File: config.mk
export PLATFORM = sky130hd
export DESIGN_NAME = cpu_datapath
export DESIGN_NICKNAME = d
export VERILOG_FILES = /design/src/lc3b_types.sv /design/src/lc3b_ctrl_pkg.sv /design/src/buffer.sv /design/src/cpu_datapath.sv /design/src/ex_datapath.sv /design/src/id_datapath.sv /design/src/if_datapath.sv /design/src/mem_datapath.sv /design/src/regfile.sv
export SDC_FILE = /design/constraint.sdc
export NUM_CORES = 1
export LEC_CHECK = 0
export BUFFER_PORTS_ARGS = -buffer_cell sky130_fd_sc_hd__buf_2
export CAP_MARGIN = 0
export CORE_AREA = 2 2 193 195
export CTS_BUF_LIST = sky130_fd_sc_hd__clkbuf_8
export DETAILED_ROUTE_END_ITERATION = 10
export DIE_AREA = 0 0 195 197
export PLACE_DENSITY = 0.75
export SYNTH_ARGS = -nofsm -noshare
export SYNTH_HDL_FRONTEND = slang
export SYNTH_SLANG_ARGS = --single-unit
File: constraint.sdc
create_clock -name clk -period 4.1 [get_ports clk]
set_clock_uncertainty 0.1 [all_clocks]
set_input_delay 1.23 -clock clk [delete_from_list [all_inputs] [get_ports clk]]
set_output_delay 1.23 -clock clk [all_outputs]
set_load 0.01 [all_outputs]
File: src/lc3b_types.sv
package lc3b_types;

    typedef logic [15:0] lc3b_word;
    typedef logic [2:0]  lc3b_reg;
    typedef logic [2:0]  lc3b_nzp;

    // ISA encodings of the supported subset
    typedef enum logic [3:0] {
        op_br  = 4'b0000,
        op_add = 4'b0001,
        op_and = 4'b0101,
        op_ldr = 4'b0110,
        op_str = 4'b0111,
        op_not = 4'b1001
    } lc3b_opcode;

    // instruction field helpers
    function automatic lc3b_opcode instr_opcode(lc3b_word instr);
        return lc3b_opcode'(instr[15:12]);
    endfunction

    function automatic lc3b_reg instr_dr(lc3b_word instr);
        return instr[11:9];
    endfunction

    function automatic lc3b_reg instr_sr1(lc3b_word instr);
        return instr[8:6];
    endfunction

    function automatic lc3b_reg instr_sr2(lc3b_word instr);
        return instr[2:0];
    endfunction

    // dr bits read as n/z/p on a branch
    function automatic lc3b_nzp instr_nzp(lc3b_word instr);
        return instr[11:9];
    endfunction

    function automatic logic instr_imm_flag(lc3b_word instr);
        return instr[5];
    endfunction

    function automatic lc3b_word sext_imm5(lc3b_word instr);
        return {{11{instr[4]}}, instr[4:0]};
    endfunction

    function automatic lc3b_word sext_offset6(lc3b_word instr);
        return {{10{instr[5]}}, instr[5:0]};
    endfunction

    function automatic lc3b_word sext_offset9(lc3b_word instr);
        return {{7{instr[8]}}, instr[8:0]};
    endfunction

endpackage : lc3b_types

File: src/lc3b_ctrl_pkg.sv
package lc3b_ctrl_pkg;

    import lc3b_types::*;

    // second ALU operand
    typedef enum logic [1:0] {
        alumux_reg,
        alumux_imm5,
        alumux_offset6
    } alumux_sel_t;

    typedef enum logic [1:0] {
        alu_add,
        alu_and,
        alu_not,
        alu_pass
    } alu_op_t;

    typedef enum logic {
        regfilemux_alu,
        regfilemux_mdr
    } regfilemux_sel_t;

    // STR reads its source register through the dr field
    typedef enum logic {
        sr2mux_sr2,
        sr2mux_dr
    } sr2mux_sel_t;

    typedef struct packed {
        lc3b_opcode      opcode;
        alu_op_t         aluop;
        alumux_sel_t     alumux_sel;
        regfilemux_sel_t regfilemux_sel;
        logic            load_regfile;
        logic            load_cc;
        logic            mem_read;
        logic            mem_write;
        logic            is_br;
        sr2mux_sel_t     sr2mux_sel;
    } lc3b_control_word;

    typedef struct packed {
        lc3b_control_word ctrl;
        lc3b_word         instruction;
        lc3b_word         pc;
        lc3b_reg          dest;
        lc3b_word         sr1_data;
        lc3b_word         sr2_data;
        lc3b_word         alu;
        lc3b_word         pc_br;
        lc3b_word         dest_data;
    } lc3b_stage;

    // all-zero control word acts as a nop
    localparam lc3b_control_word ctrl_nop = '0;
    localparam lc3b_stage stage_bubble = '0;
    localparam logic [1:0] wmask_word = 2'b11;

endpackage : lc3b_ctrl_pkg

File: src/buffer.sv
`timescale 1ns/1ps

module buffer
    import lc3b_ctrl_pkg::*;
(
    input  logic      clk,
    input  logic      reset,
    input  logic      load,
    input  lc3b_stage in_stage,
    output lc3b_stage out_stage
);

    always_ff @(posedge clk) begin
        if (reset) begin
            out_stage <= stage_bubble;
        end else if (load) begin
            out_stage <= in_stage;
        end
    end

endmodule : buffer

File: src/cpu_datapath.sv
`timescale 1ns/1ps

module cpu_datapath
    import lc3b_types::*, lc3b_ctrl_pkg::*;
(
    input  logic       clk,
    input  logic       reset,

    // port A, instruction fetch
    input  logic       resp_a,
    input  lc3b_word   rdata_a,
    output logic       read_a,
    output lc3b_word   address_a,

    // port B, data
    input  logic       resp_b,
    input  lc3b_word   rdata_b,
    output logic       read_b,
    output logic       write_b,
    output logic [1:0] wmask_b,
    output lc3b_word   address_b,
    output lc3b_word   wdata_b
);

    logic      stall;
    logic      br_taken;

    lc3b_stage if_stage;
    lc3b_stage if_id;
    lc3b_stage id_stage;
    lc3b_stage id_ex;
    lc3b_stage ex_stage;
    lc3b_stage ex_mem;
    lc3b_stage mem_stage;
    lc3b_stage mem_wb;

    // any request without its resp freezes the whole pipe
    assign stall = (read_a && !resp_a) || ((read_b || write_b) && !resp_b);

    // word accesses only
    assign wmask_b = wmask_word;

    if_datapath if_dp (
        .clk       (clk),
        .reset     (reset),
        .stall     (stall),
        .br_taken  (br_taken),
        .pc_br     (ex_mem.pc_br),
        .resp_a    (resp_a),
        .rdata_a   (rdata_a),
        .read_a    (read_a),
        .address_a (address_a),
        .out_stage (if_stage)
    );

    buffer if_id_buf (
        .clk       (clk),
        .reset     (reset),
        .load      (!stall),
        .in_stage  (if_stage),
        .out_stage (if_id)
    );

    // writeback goes straight from mem_wb into the register file
    id_datapath id_dp (
        .clk       (clk),
        .reset     (reset),
        .in_stage  (if_id),
        .wb_dest   (mem_wb.dest),
        .wb_data   (mem_wb.dest_data),
        .wb_load   (mem_wb.ctrl.load_regfile),
        .out_stage (id_stage)
    );

    buffer id_ex_buf (
        .clk       (clk),
        .reset     (reset),
        .load      (!stall),
        .in_stage  (id_stage),
        .out_stage (id_ex)
    );

    ex_datapath ex_dp (
        .in_stage  (id_ex),
        .out_stage (ex_stage)
    );

    buffer ex_mem_buf (
        .clk       (clk),
        .reset     (reset),
        .load      (!stall),
        .in_stage  (ex_stage),
        .out_stage (ex_mem)
    );

    mem_datapath mem_dp (
        .clk       (clk),
        .reset     (reset),
        .stall     (stall),
        .in_stage  (ex_mem),
        .resp_b    (resp_b),
        .rdata_b   (rdata_b),
        .read_b    (read_b),
        .write_b   (write_b),
        .address_b (address_b),
        .wdata_b   (wdata_b),
        .br_taken  (br_taken),
        .out_stage (mem_stage)
    );

    buffer mem_wb_buf (
        .clk       (clk),
        .reset     (reset),
        .load      (!stall),
        .in_stage  (mem_stage),
        .out_stage (mem_wb)
    );

endmodule : cpu_datapath

File: src/ex_datapath.sv
`timescale 1ns/1ps

module ex_datapath
    import lc3b_types::*, lc3b_ctrl_pkg::*;
(
    input  lc3b_stage in_stage,
    output lc3b_stage out_stage
);

    lc3b_word instr;
    lc3b_word operand_a;
    lc3b_word operand_b;
    lc3b_word alu_out;

    assign instr     = in_stage.instruction;
    assign operand_a = in_stage.sr1_data;

    // second operand mux
    always_comb begin
        case (in_stage.ctrl.alumux_sel)
            alumux_imm5:    operand_b = sext_imm5(instr);
            // word offset for ldr/str
            alumux_offset6: operand_b = sext_offset6(instr) << 1;
            default:        operand_b = in_stage.sr2_data;
        endcase
    end

    always_comb begin
        case (in_stage.ctrl.aluop)
            alu_and:  alu_out = operand_a & operand_b;
            alu_not:  alu_out = ~operand_a;
            alu_pass: alu_out = operand_b;
            default:  alu_out = operand_a + operand_b;
        endcase
    end

    always_comb begin
        out_stage       = in_stage;
        out_stage.alu   = alu_out;
        // target relative to the incremented pc
        out_stage.pc_br = in_stage.pc + 16'd2 + (sext_offset9(instr) << 1);
    end

endmodule : ex_datapath

File: src/id_datapath.sv
`timescale 1ns/1ps

module id_datapath
    import lc3b_types::*, lc3b_ctrl_pkg::*;
(
    input  logic      clk,
    input  logic      reset,
    input  lc3b_stage in_stage,
    input  lc3b_reg   wb_dest,
    input  lc3b_word  wb_data,
    input  logic      wb_load,
    output lc3b_stage out_stage
);

    lc3b_word         instr;
    lc3b_control_word ctrl;
    lc3b_reg          sr2_sel;
    lc3b_word         sr1_data;
    lc3b_word         sr2_data;

    assign instr = in_stage.instruction;

    // control decode
    always_comb begin
        ctrl        = ctrl_nop;
        ctrl.opcode = instr_opcode(instr);
        case (instr_opcode(instr))
            op_add, op_and: begin
                ctrl.aluop        = (instr_opcode(instr) == op_add) ? alu_add : alu_and;
                ctrl.alumux_sel   = instr_imm_flag(instr) ? alumux_imm5 : alumux_reg;
                ctrl.load_regfile = 1'b1;
                ctrl.load_cc      = 1'b1;
            end
            op_not: begin
                ctrl.aluop        = alu_not;
                ctrl.load_regfile = 1'b1;
                ctrl.load_cc      = 1'b1;
            end
            op_ldr: begin
                ctrl.alumux_sel     = alumux_offset6;
                ctrl.regfilemux_sel = regfilemux_mdr;
                ctrl.mem_read       = 1'b1;
                ctrl.load_regfile   = 1'b1;
                ctrl.load_cc        = 1'b1;
            end
            op_str: begin
                ctrl.alumux_sel = alumux_offset6;
                ctrl.mem_write  = 1'b1;
                ctrl.sr2mux_sel = sr2mux_dr;
            end
            op_br: begin
                ctrl.is_br = 1'b1;
            end
            // anything outside the subset runs as a nop
            default: begin
                ctrl = ctrl_nop;
            end
        endcase
    end

    // store data comes from the dr field
    assign sr2_sel = (ctrl.sr2mux_sel == sr2mux_dr) ? instr_dr(instr) : instr_sr2(instr);

    regfile rf (
        .clk     (clk),
        .reset   (reset),
        .load    (wb_load),
        .dest    (wb_dest),
        .in_data (wb_data),
        .sr1     (instr_sr1(instr)),
        .sr2     (sr2_sel),
        .sr1_out (sr1_data),
        .sr2_out (sr2_data)
    );

    always_comb begin
        out_stage          = in_stage;
        out_stage.ctrl     = ctrl;
        out_stage.dest     = instr_dr(instr);
        out_stage.sr1_data = sr1_data;
        out_stage.sr2_data = sr2_data;
    end

endmodule : id_datapath

File: src/if_datapath.sv
`timescale 1ns/1ps

module if_datapath
    import lc3b_types::*, lc3b_ctrl_pkg::*;
(
    input  logic      clk,
    input  logic      reset,
    input  logic      stall,
    input  logic      br_taken,
    input  lc3b_word  pc_br,
    input  logic      resp_a,
    input  lc3b_word  rdata_a,
    output logic      read_a,
    output lc3b_word  address_a,
    output lc3b_stage out_stage
);

    lc3b_word pc;
    lc3b_word pc_next;

    // pc mux
    always_comb begin
        if (br_taken) begin
            pc_next = pc_br;
        end else begin
            pc_next = pc + 16'd2;
        end
    end

    always_ff @(posedge clk) begin
        if (reset) begin
            pc <= 16'h0000;
        end else if (!stall) begin
            pc <= pc_next;
        end
    end

    // fetch is requested every cycle
    assign read_a    = 1'b1;
    assign address_a = pc;

    always_comb begin
        out_stage             = stage_bubble;
        out_stage.instruction = rdata_a;
        out_stage.pc          = pc;
    end

    // fetch address must not move under a pending request
    a_fetch_addr_stable: assert property (
        @(posedge clk) disable iff (reset)
        (read_a && !resp_a) |=> $stable(address_a)
    );

endmodule : if_datapath

File: src/mem_datapath.sv
`timescale 1ns/1ps

module mem_datapath
    import lc3b_types::*, lc3b_ctrl_pkg::*;
(
    input  logic      clk,
    input  logic      reset,
    input  logic      stall,
    input  lc3b_stage in_stage,
    input  logic      resp_b,
    input  lc3b_word  rdata_b,
    output logic      read_b,
    output logic      write_b,
    output lc3b_word  address_b,
    output lc3b_word  wdata_b,
    output logic      br_taken,
    output lc3b_stage out_stage
);

    lc3b_nzp  cc;
    lc3b_nzp  cc_next;
    logic     xfer_done;
    lc3b_word rdata_hold;
    lc3b_word mdr;
    lc3b_word dest_data;

    // transfer can finish while fetch still stalls the pipe,
    // so remember it and drop the request
    always_ff @(posedge clk) begin
        if (reset) begin
            xfer_done <= 1'b0;
        end else if (!stall) begin
            xfer_done <= 1'b0;
        end else if ((read_b || write_b) && resp_b) begin
            xfer_done <= 1'b1;
        end
    end

    always_ff @(posedge clk) begin
        if (read_b && resp_b) begin
            rdata_hold <= rdata_b;
        end
    end

    assign read_b    = in_stage.ctrl.mem_read && !xfer_done;
    assign write_b   = in_stage.ctrl.mem_write && !xfer_done;
    assign address_b = in_stage.alu;
    assign wdata_b   = in_stage.sr2_data;

    assign mdr       = xfer_done ? rdata_hold : rdata_b;
    assign dest_data = (in_stage.ctrl.regfilemux_sel == regfilemux_mdr) ? mdr : in_stage.alu;

    // condition code from the value being written back
    always_comb begin
        cc_next[2] = dest_data[15];
        cc_next[1] = (dest_data == 16'h0000);
        cc_next[0] = !dest_data[15] && (dest_data != 16'h0000);
    end

    always_ff @(posedge clk) begin
        if (reset) begin
            cc <= 3'b010;
        end else if (in_stage.ctrl.load_cc && !stall) begin
            cc <= cc_next;
        end
    end

    assign br_taken = in_stage.ctrl.is_br && |(instr_nzp(in_stage.instruction) & cc);

    always_comb begin
        out_stage           = in_stage;
        out_stage.dest_data = dest_data;
    end

    a_rw_exclusive: assert property (
        @(posedge clk) disable iff (reset)
        !(read_b && write_b)
    );

    // base registers are kept word aligned by software
    a_addr_even: assert property (
        @(posedge clk) disable iff (reset)
        (read_b || write_b) |-> !address_b[0]
    );

endmodule : mem_datapath

File: src/regfile.sv
`timescale 1ns/1ps

module regfile
    import lc3b_types::*;
(
    input  logic     clk,
    input  logic     reset,
    input  logic     load,
    input  lc3b_reg  dest,
    input  lc3b_word in_data,
    input  lc3b_reg  sr1,
    input  lc3b_reg  sr2,
    output lc3b_word sr1_out,
    output lc3b_word sr2_out
);

    lc3b_word regs [8];

    always_ff @(posedge clk) begin
        if (reset) begin
            for (int i = 0; i < 8; i++) begin
                regs[i] <= 16'h0000;
            end
        end else if (load) begin
            regs[dest] <= in_data;
        end
    end

    // asynchronous reads
    assign sr1_out = regs[sr1];
    assign sr2_out = regs[sr2];

endmodule : regfile

==> reports/results.md <==
| Metric | Reported | Unit |
|---|---|---|
| Final setup TNS | 0 | ns |
| Proportion of layout cells with a drive suffix above 1 | 13.7 | % |
| Largest fanout on the critical path | 12 | - |
| Dominant cell type by count on the critical path | a21oi_1 | - |
| Clock buffer count from CTS | 55 | - |
| Area share of fa/ha/maj cells after synthesis | 3.42 | % |
| Chip Height | 197 | µm |
| Starting Density | 49.6 | % |
| Depth of the most critical reg-to-reg path | 12 | - |
| Sum of internal, switching and leakage power | 7.65 | mW |
| Number of cells on the worst hold path | 2 | - |
| Via density per instance | 6.08 | - |
| Pin count of the biggest net entering global routing | 140 | - |
| Syn_area_per_cell | 9.33 | µm² |
| Basic-gate share of the synthesized area counting and, or, nand and nor cells | 18.0 | % |
| Number of pins with negative max-slew slack in the final report | 0 | - |
| Count of H-tree levels built during CTS | 2 | - |
| Type of the worst min-delay path | flip-flop to flip-flop | - |
| TritonCTS clock tree | done | - |
| Post-detailed-route count of antenna-violating nets | 0 | - |
| Global-route usage over all layers | 27.7 | % |
| Max transition margin | 23.2 | % |
| Final period utilization | 86.2 | % |
| Critical path startpoint category | flip-flop | - |
| Nets | 2029 | - |
| Via count of the routed design | 15000 | - |
| Die Width | 195 | µm |
| Cell-by-cell trace of the critical path | inv_1 -> ha_1 -> a221oi_2 -> a21oi_1 -> ha_1 -> a21oi_1 -> a21oi_1 -> a211oi_1 -> a21oi_1 -> xor2_1 -> a221oi_1 -> nor2_1 | - |
| Clock latency on the worst-skew pair | 0.64 | ns |
| First-iteration detailed-routing DRC count | 1420 | - |
| Most common flop cell mapped by yosys | dfxtp_1 | - |
| Async set-reset flop share out of synthesis | 0 | % |
| Crit path DAT | 3.93 | ns |
| Hold Violations, Final | 0 | - |
| Count of flip-flops with a built-in enable after synthesis | 144 | - |
| Final cell count without fillers | 2460 | - |
| Dominant combinational cell family by area after synthesis | simple AND/OR/NAND/NOR gates | - |
| Synthesized instance count | 1928 | - |
| Io pins | 89 | - |
| Total congestion overflow after global routing | 0 | - |
| Resized cells post-CTS | 0 | - |
| Highest achievable clock rate | 283 | MHz |
| Top sig layer | met4 | - |
| Number of buffers on the longest clock path | 3 | - |
| Dpl cells | 2356 | - |
| Wire length of the first global-routing pass | 82.2 | mm |
| Initial antenna violation count | 0 | - |
| Cell chosen for the clock root | clkbuf_8 | - |
| Sum of routed wire length over all layers | 53.2 | mm |
| First-pass detailed-route iteration total | 6 | - |
| CP required | 4.49 | ns |
| DPL Wire Length | 35.2 | mm |
| Number of post-CTS setup repair buffers | 0 | - |
| Max-capacitance violation count | 0 | - |
| Post-layout minimum cycle time | 3.54 | ns |
| Synthesized cell area | 18000 | µm² |
| Total Die Area | 38400 | µm² |
| Clock transition at the registers of the reported paths | 0.07 | ns |
| Distinct cell type count of the synthesized netlist | 66 | - |
| CTS Hold Bufs | 0 | - |
| Average wire per standard cell | 21.6 | µm |
| Total length of routed met3 wires | 4.48 | mm |
| Reg2reg end | ex_mem_buf.out_stage[45]$_SDFFE_PP0N_ | - |
| Gpl congestion | 0.938 | - |
| Kind of capture point of the worst setup path | flip-flop | - |
| Amount of wire on met2 after detailed routing | 24.9 | mm |
| Kind of critical path | flip-flop to flip-flop | - |
| Maximum single-stage delay on the critical path | 0.63 | ns |
| Endpoint of the worst hold path | id_ex_buf.out_stage[84]$_SDFFE_PP0N_ | - |
| Via count of the first global-routing pass | 14500 | - |
| FF-to-FF Start | id_ex_buf.out_stage[122]$_SDFFE_PP0N_ | - |
| Share of synthesized area occupied by flip-flops and latches | 45.7 | % |
| Number of sinks on the clock net | 339 | - |
| Number of rows in the core area | 70 | - |
| Share of the synthesized area in compound gates (AO/OA/AOI/OAI) | 15.8 | % |
| Worst voltage drop across the vdd grid | 0.256 | mV |
| Parity-gate share of the synthesized area counting xor and xnor cells | 0.973 | % |
| Mux share of post-synthesis cell area | 10.5 | % |
| Fraction of the core area covered by cells at the end of the flow | 54.5 | % |
| Warnings, synthesis | 0 | - |
| Cell with the largest stage delay on the worst path | a221oi_2 | - |
| Min-Delay Startpoint | if_id_buf.out_stage[84]$_SDFFE_PP0N_ | - |
| Post-synthesis register bit count | 339 | - |
| Final number of setup-violating endpoints | 0 | - |
| Tightest Pin Transition | 1.15 | ns |
| Total DRC errors in the routed layout | 0 | - |
| Area added between synthesis and finish | 9.73 | % |
| Total of buffers placed on input and output ports | 85 | - |
| Leakage power total | 7.31 | nW |
| Outcome | complete, no violations | - |
| Total routed wire length on the met1 layer | 21.0 | mm |
| Total power density per cell area | 388 | nW/µm² |
| Register-to-register setup slack | 0.56 | ns |
| Unrepaired setup endpoints after global routing | no | - |
| Floorplan Core Area | 36300 | µm² |
sequential cells by signal, summed over array words and instances, names as in the netlist, 3 cells and up:
signal                cells
ex_mem_buf.out_stage     55
if_dp.address_a          16
if_id_buf.out_stage      32
mem_wb_buf.out_stage     20
mem_dp.rdata_hold        16
mem_dp.cc                 3
id_ex_buf.out_stage      68
id_dp.rf.regs           128
kinds of logic after synthesis:
family / count (synthesis)
adders and majority gates: 48
other: 1
AOI/OAI and AO/OA: 474
buffers and inverters: 209
xor gates and xnor gates: 20
DFF: 339
and+or+nand+nor: 694
muxes: 143
worst max path at each step:
| stage | start | to |
|---|---|---|
| global placement | id_ex_buf.out_stage[122]$_SDFFE_PP0N_ | ex_mem_buf.out_stage[45]$_SDFFE_PP0N_ |
| CTS | id_ex_buf.out_stage[122]$_SDFFE_PP0N_ | ex_mem_buf.out_stage[45]$_SDFFE_PP0N_ |
| floorplan | reset | id_dp.rf.regs[6][0]$_SDFFCE_PN0P_ |
| finish | id_ex_buf.out_stage[122]$_SDFFE_PP0N_ | ex_mem_buf.out_stage[45]$_SDFFE_PP0N_ |
| global route | id_ex_buf.out_stage[122]$_SDFFE_PP0N_ | ex_mem_buf.out_stage[45]$_SDFFE_PP0N_ |
| detailed placement | id_ex_buf.out_stage[122]$_SDFFE_PP0N_ | ex_mem_buf.out_stage[45]$_SDFFE_PP0N_ |
worst max-delay path: cells and delay by family (launching register included):
kind,cells,cell delay (ns)
DFF,1,0.35
xor gates and xnor gates,1,0.16
AOI/OAI and AO/OA,7,1.79
adders and majority gates,2,0.87
and+or+nand+nor,1,0.06
buffers and inverters,1,0.05
cells in the mapped netlist, types with 4 or more instances:
| library cell | count | area [µm²] |
|---|---|---|
| inv_1 | 39 | 146 |
| a221oi_1 | 6 | 52.6 |
| nor4_1 | 5 | 31.3 |
| a32o_1 | 15 | 150 |
| clkbuf_1 | 69 | 259 |
| ha_1 | 46 | 576 |
| buf_1 | 14 | 52.6 |
| o21ai_0 | 78 | 390 |
| dfxtp_1 | 195 | 3900 |
| a22oi_1 | 6 | 45.0 |
| nor3_1 | 10 | 50.1 |
| a21oi_1 | 204 | 1020 |
| nand2_1 | 311 | 1170 |
| nor2_1 | 136 | 510 |
| nand3b_1 | 4 | 30.0 |
| nand2b_1 | 8 | 50.1 |
| mux2_2 | 6 | 67.6 |
| a31oi_1 | 23 | 144 |
| mux2i_1 | 101 | 1010 |
| edfxtp_1 | 144 | 4320 |
| and2_1 | 131 | 820 |
| nor2b_1 | 35 | 219 |
| nand4_1 | 10 | 62.6 |
| buf_2 | 45 | 225 |
| o21ai_1 | 7 | 35.0 |
| o22ai_1 | 37 | 231 |
| mux4_2 | 35 | 788 |
| a211oi_1 | 62 | 465 |
| and3_1 | 8 | 50.1 |
| nor3b_1 | 4 | 30.0 |
| nand3_1 | 17 | 85.1 |
| buf_4 | 39 | 293 |
| xor2_1 | 7 | 61.3 |
| xnor2_1 | 13 | 114 |
| a21o_1 | 8 | 60.1 |
per-stage QoR:
step                setup WS [ns]  cell area (µm²)  hold WS [ns]
global route                0.261            19700         0.365
finish                      0.564            19700         0.348
detailed placement          0.600            18600         0.345
CTS                         0.570            19700         0.352
floorplan                   0.718            18000         0.323
global placement            0.651            18600         0.336
cells in the final DEF (no fill, tap or decap), drive strengths merged, types with 6 or more instances in the layout:
cell / netlist / final
nand2: 311 / 311
a21oi: 204 / 204
dfxtp: 195 / 195
edfxtp: 144 / 144
nor2: 137 / 137
and2: 131 / 131
buf: 100 / 128
mux2i: 101 / 101
o21ai: 85 / 85
clkbuf: 70 / 76
a211oi: 62 / 62
inv: 39 / 60
ha: 46 / 46
o22ai: 37 / 37
nor2b: 35 / 35
mux4: 35 / 35
a31oi: 23 / 23
nand3: 17 / 17
a32o: 15 / 15
xnor2: 13 / 13
nand4: 10 / 10
nor3: 10 / 10
nand2b: 8 / 8
a21o: 8 / 8
and3: 8 / 8
xor2: 7 / 7
a221oi: 7 / 7
mux2: 7 / 7
a22oi: 6 / 6
nor3b: 6 / 6
power by group:
group | internal (mW) | switching [mW]
logic | 0.290 | 0.476
registers | 3.64 | 0.149
clock network | 1.70 | 1.40
area by class of cell:
cell class | count | area [µm²]
timing repair buffer | 128 | 792
tap | 468 | 586
multi-input combinational | 1382 | 8810
clock inverter | 27 | 134
antenna | 1 | 2.50
clock buffer | 76 | 1050
fill | 3206 | 16500
inverter | 39 | 146
sequential | 339 | 8230
routing by layer:
metal | vias to the layer above | GRT usage (%)
met2 | 674 | 45.0
li1 | 6881 | -
met3 | 158 | 4.69
met4 | 0 | 15.7
met1 | 7243 | 35.1
met5 | - | 0
Power figures use the tool's default switching activity.
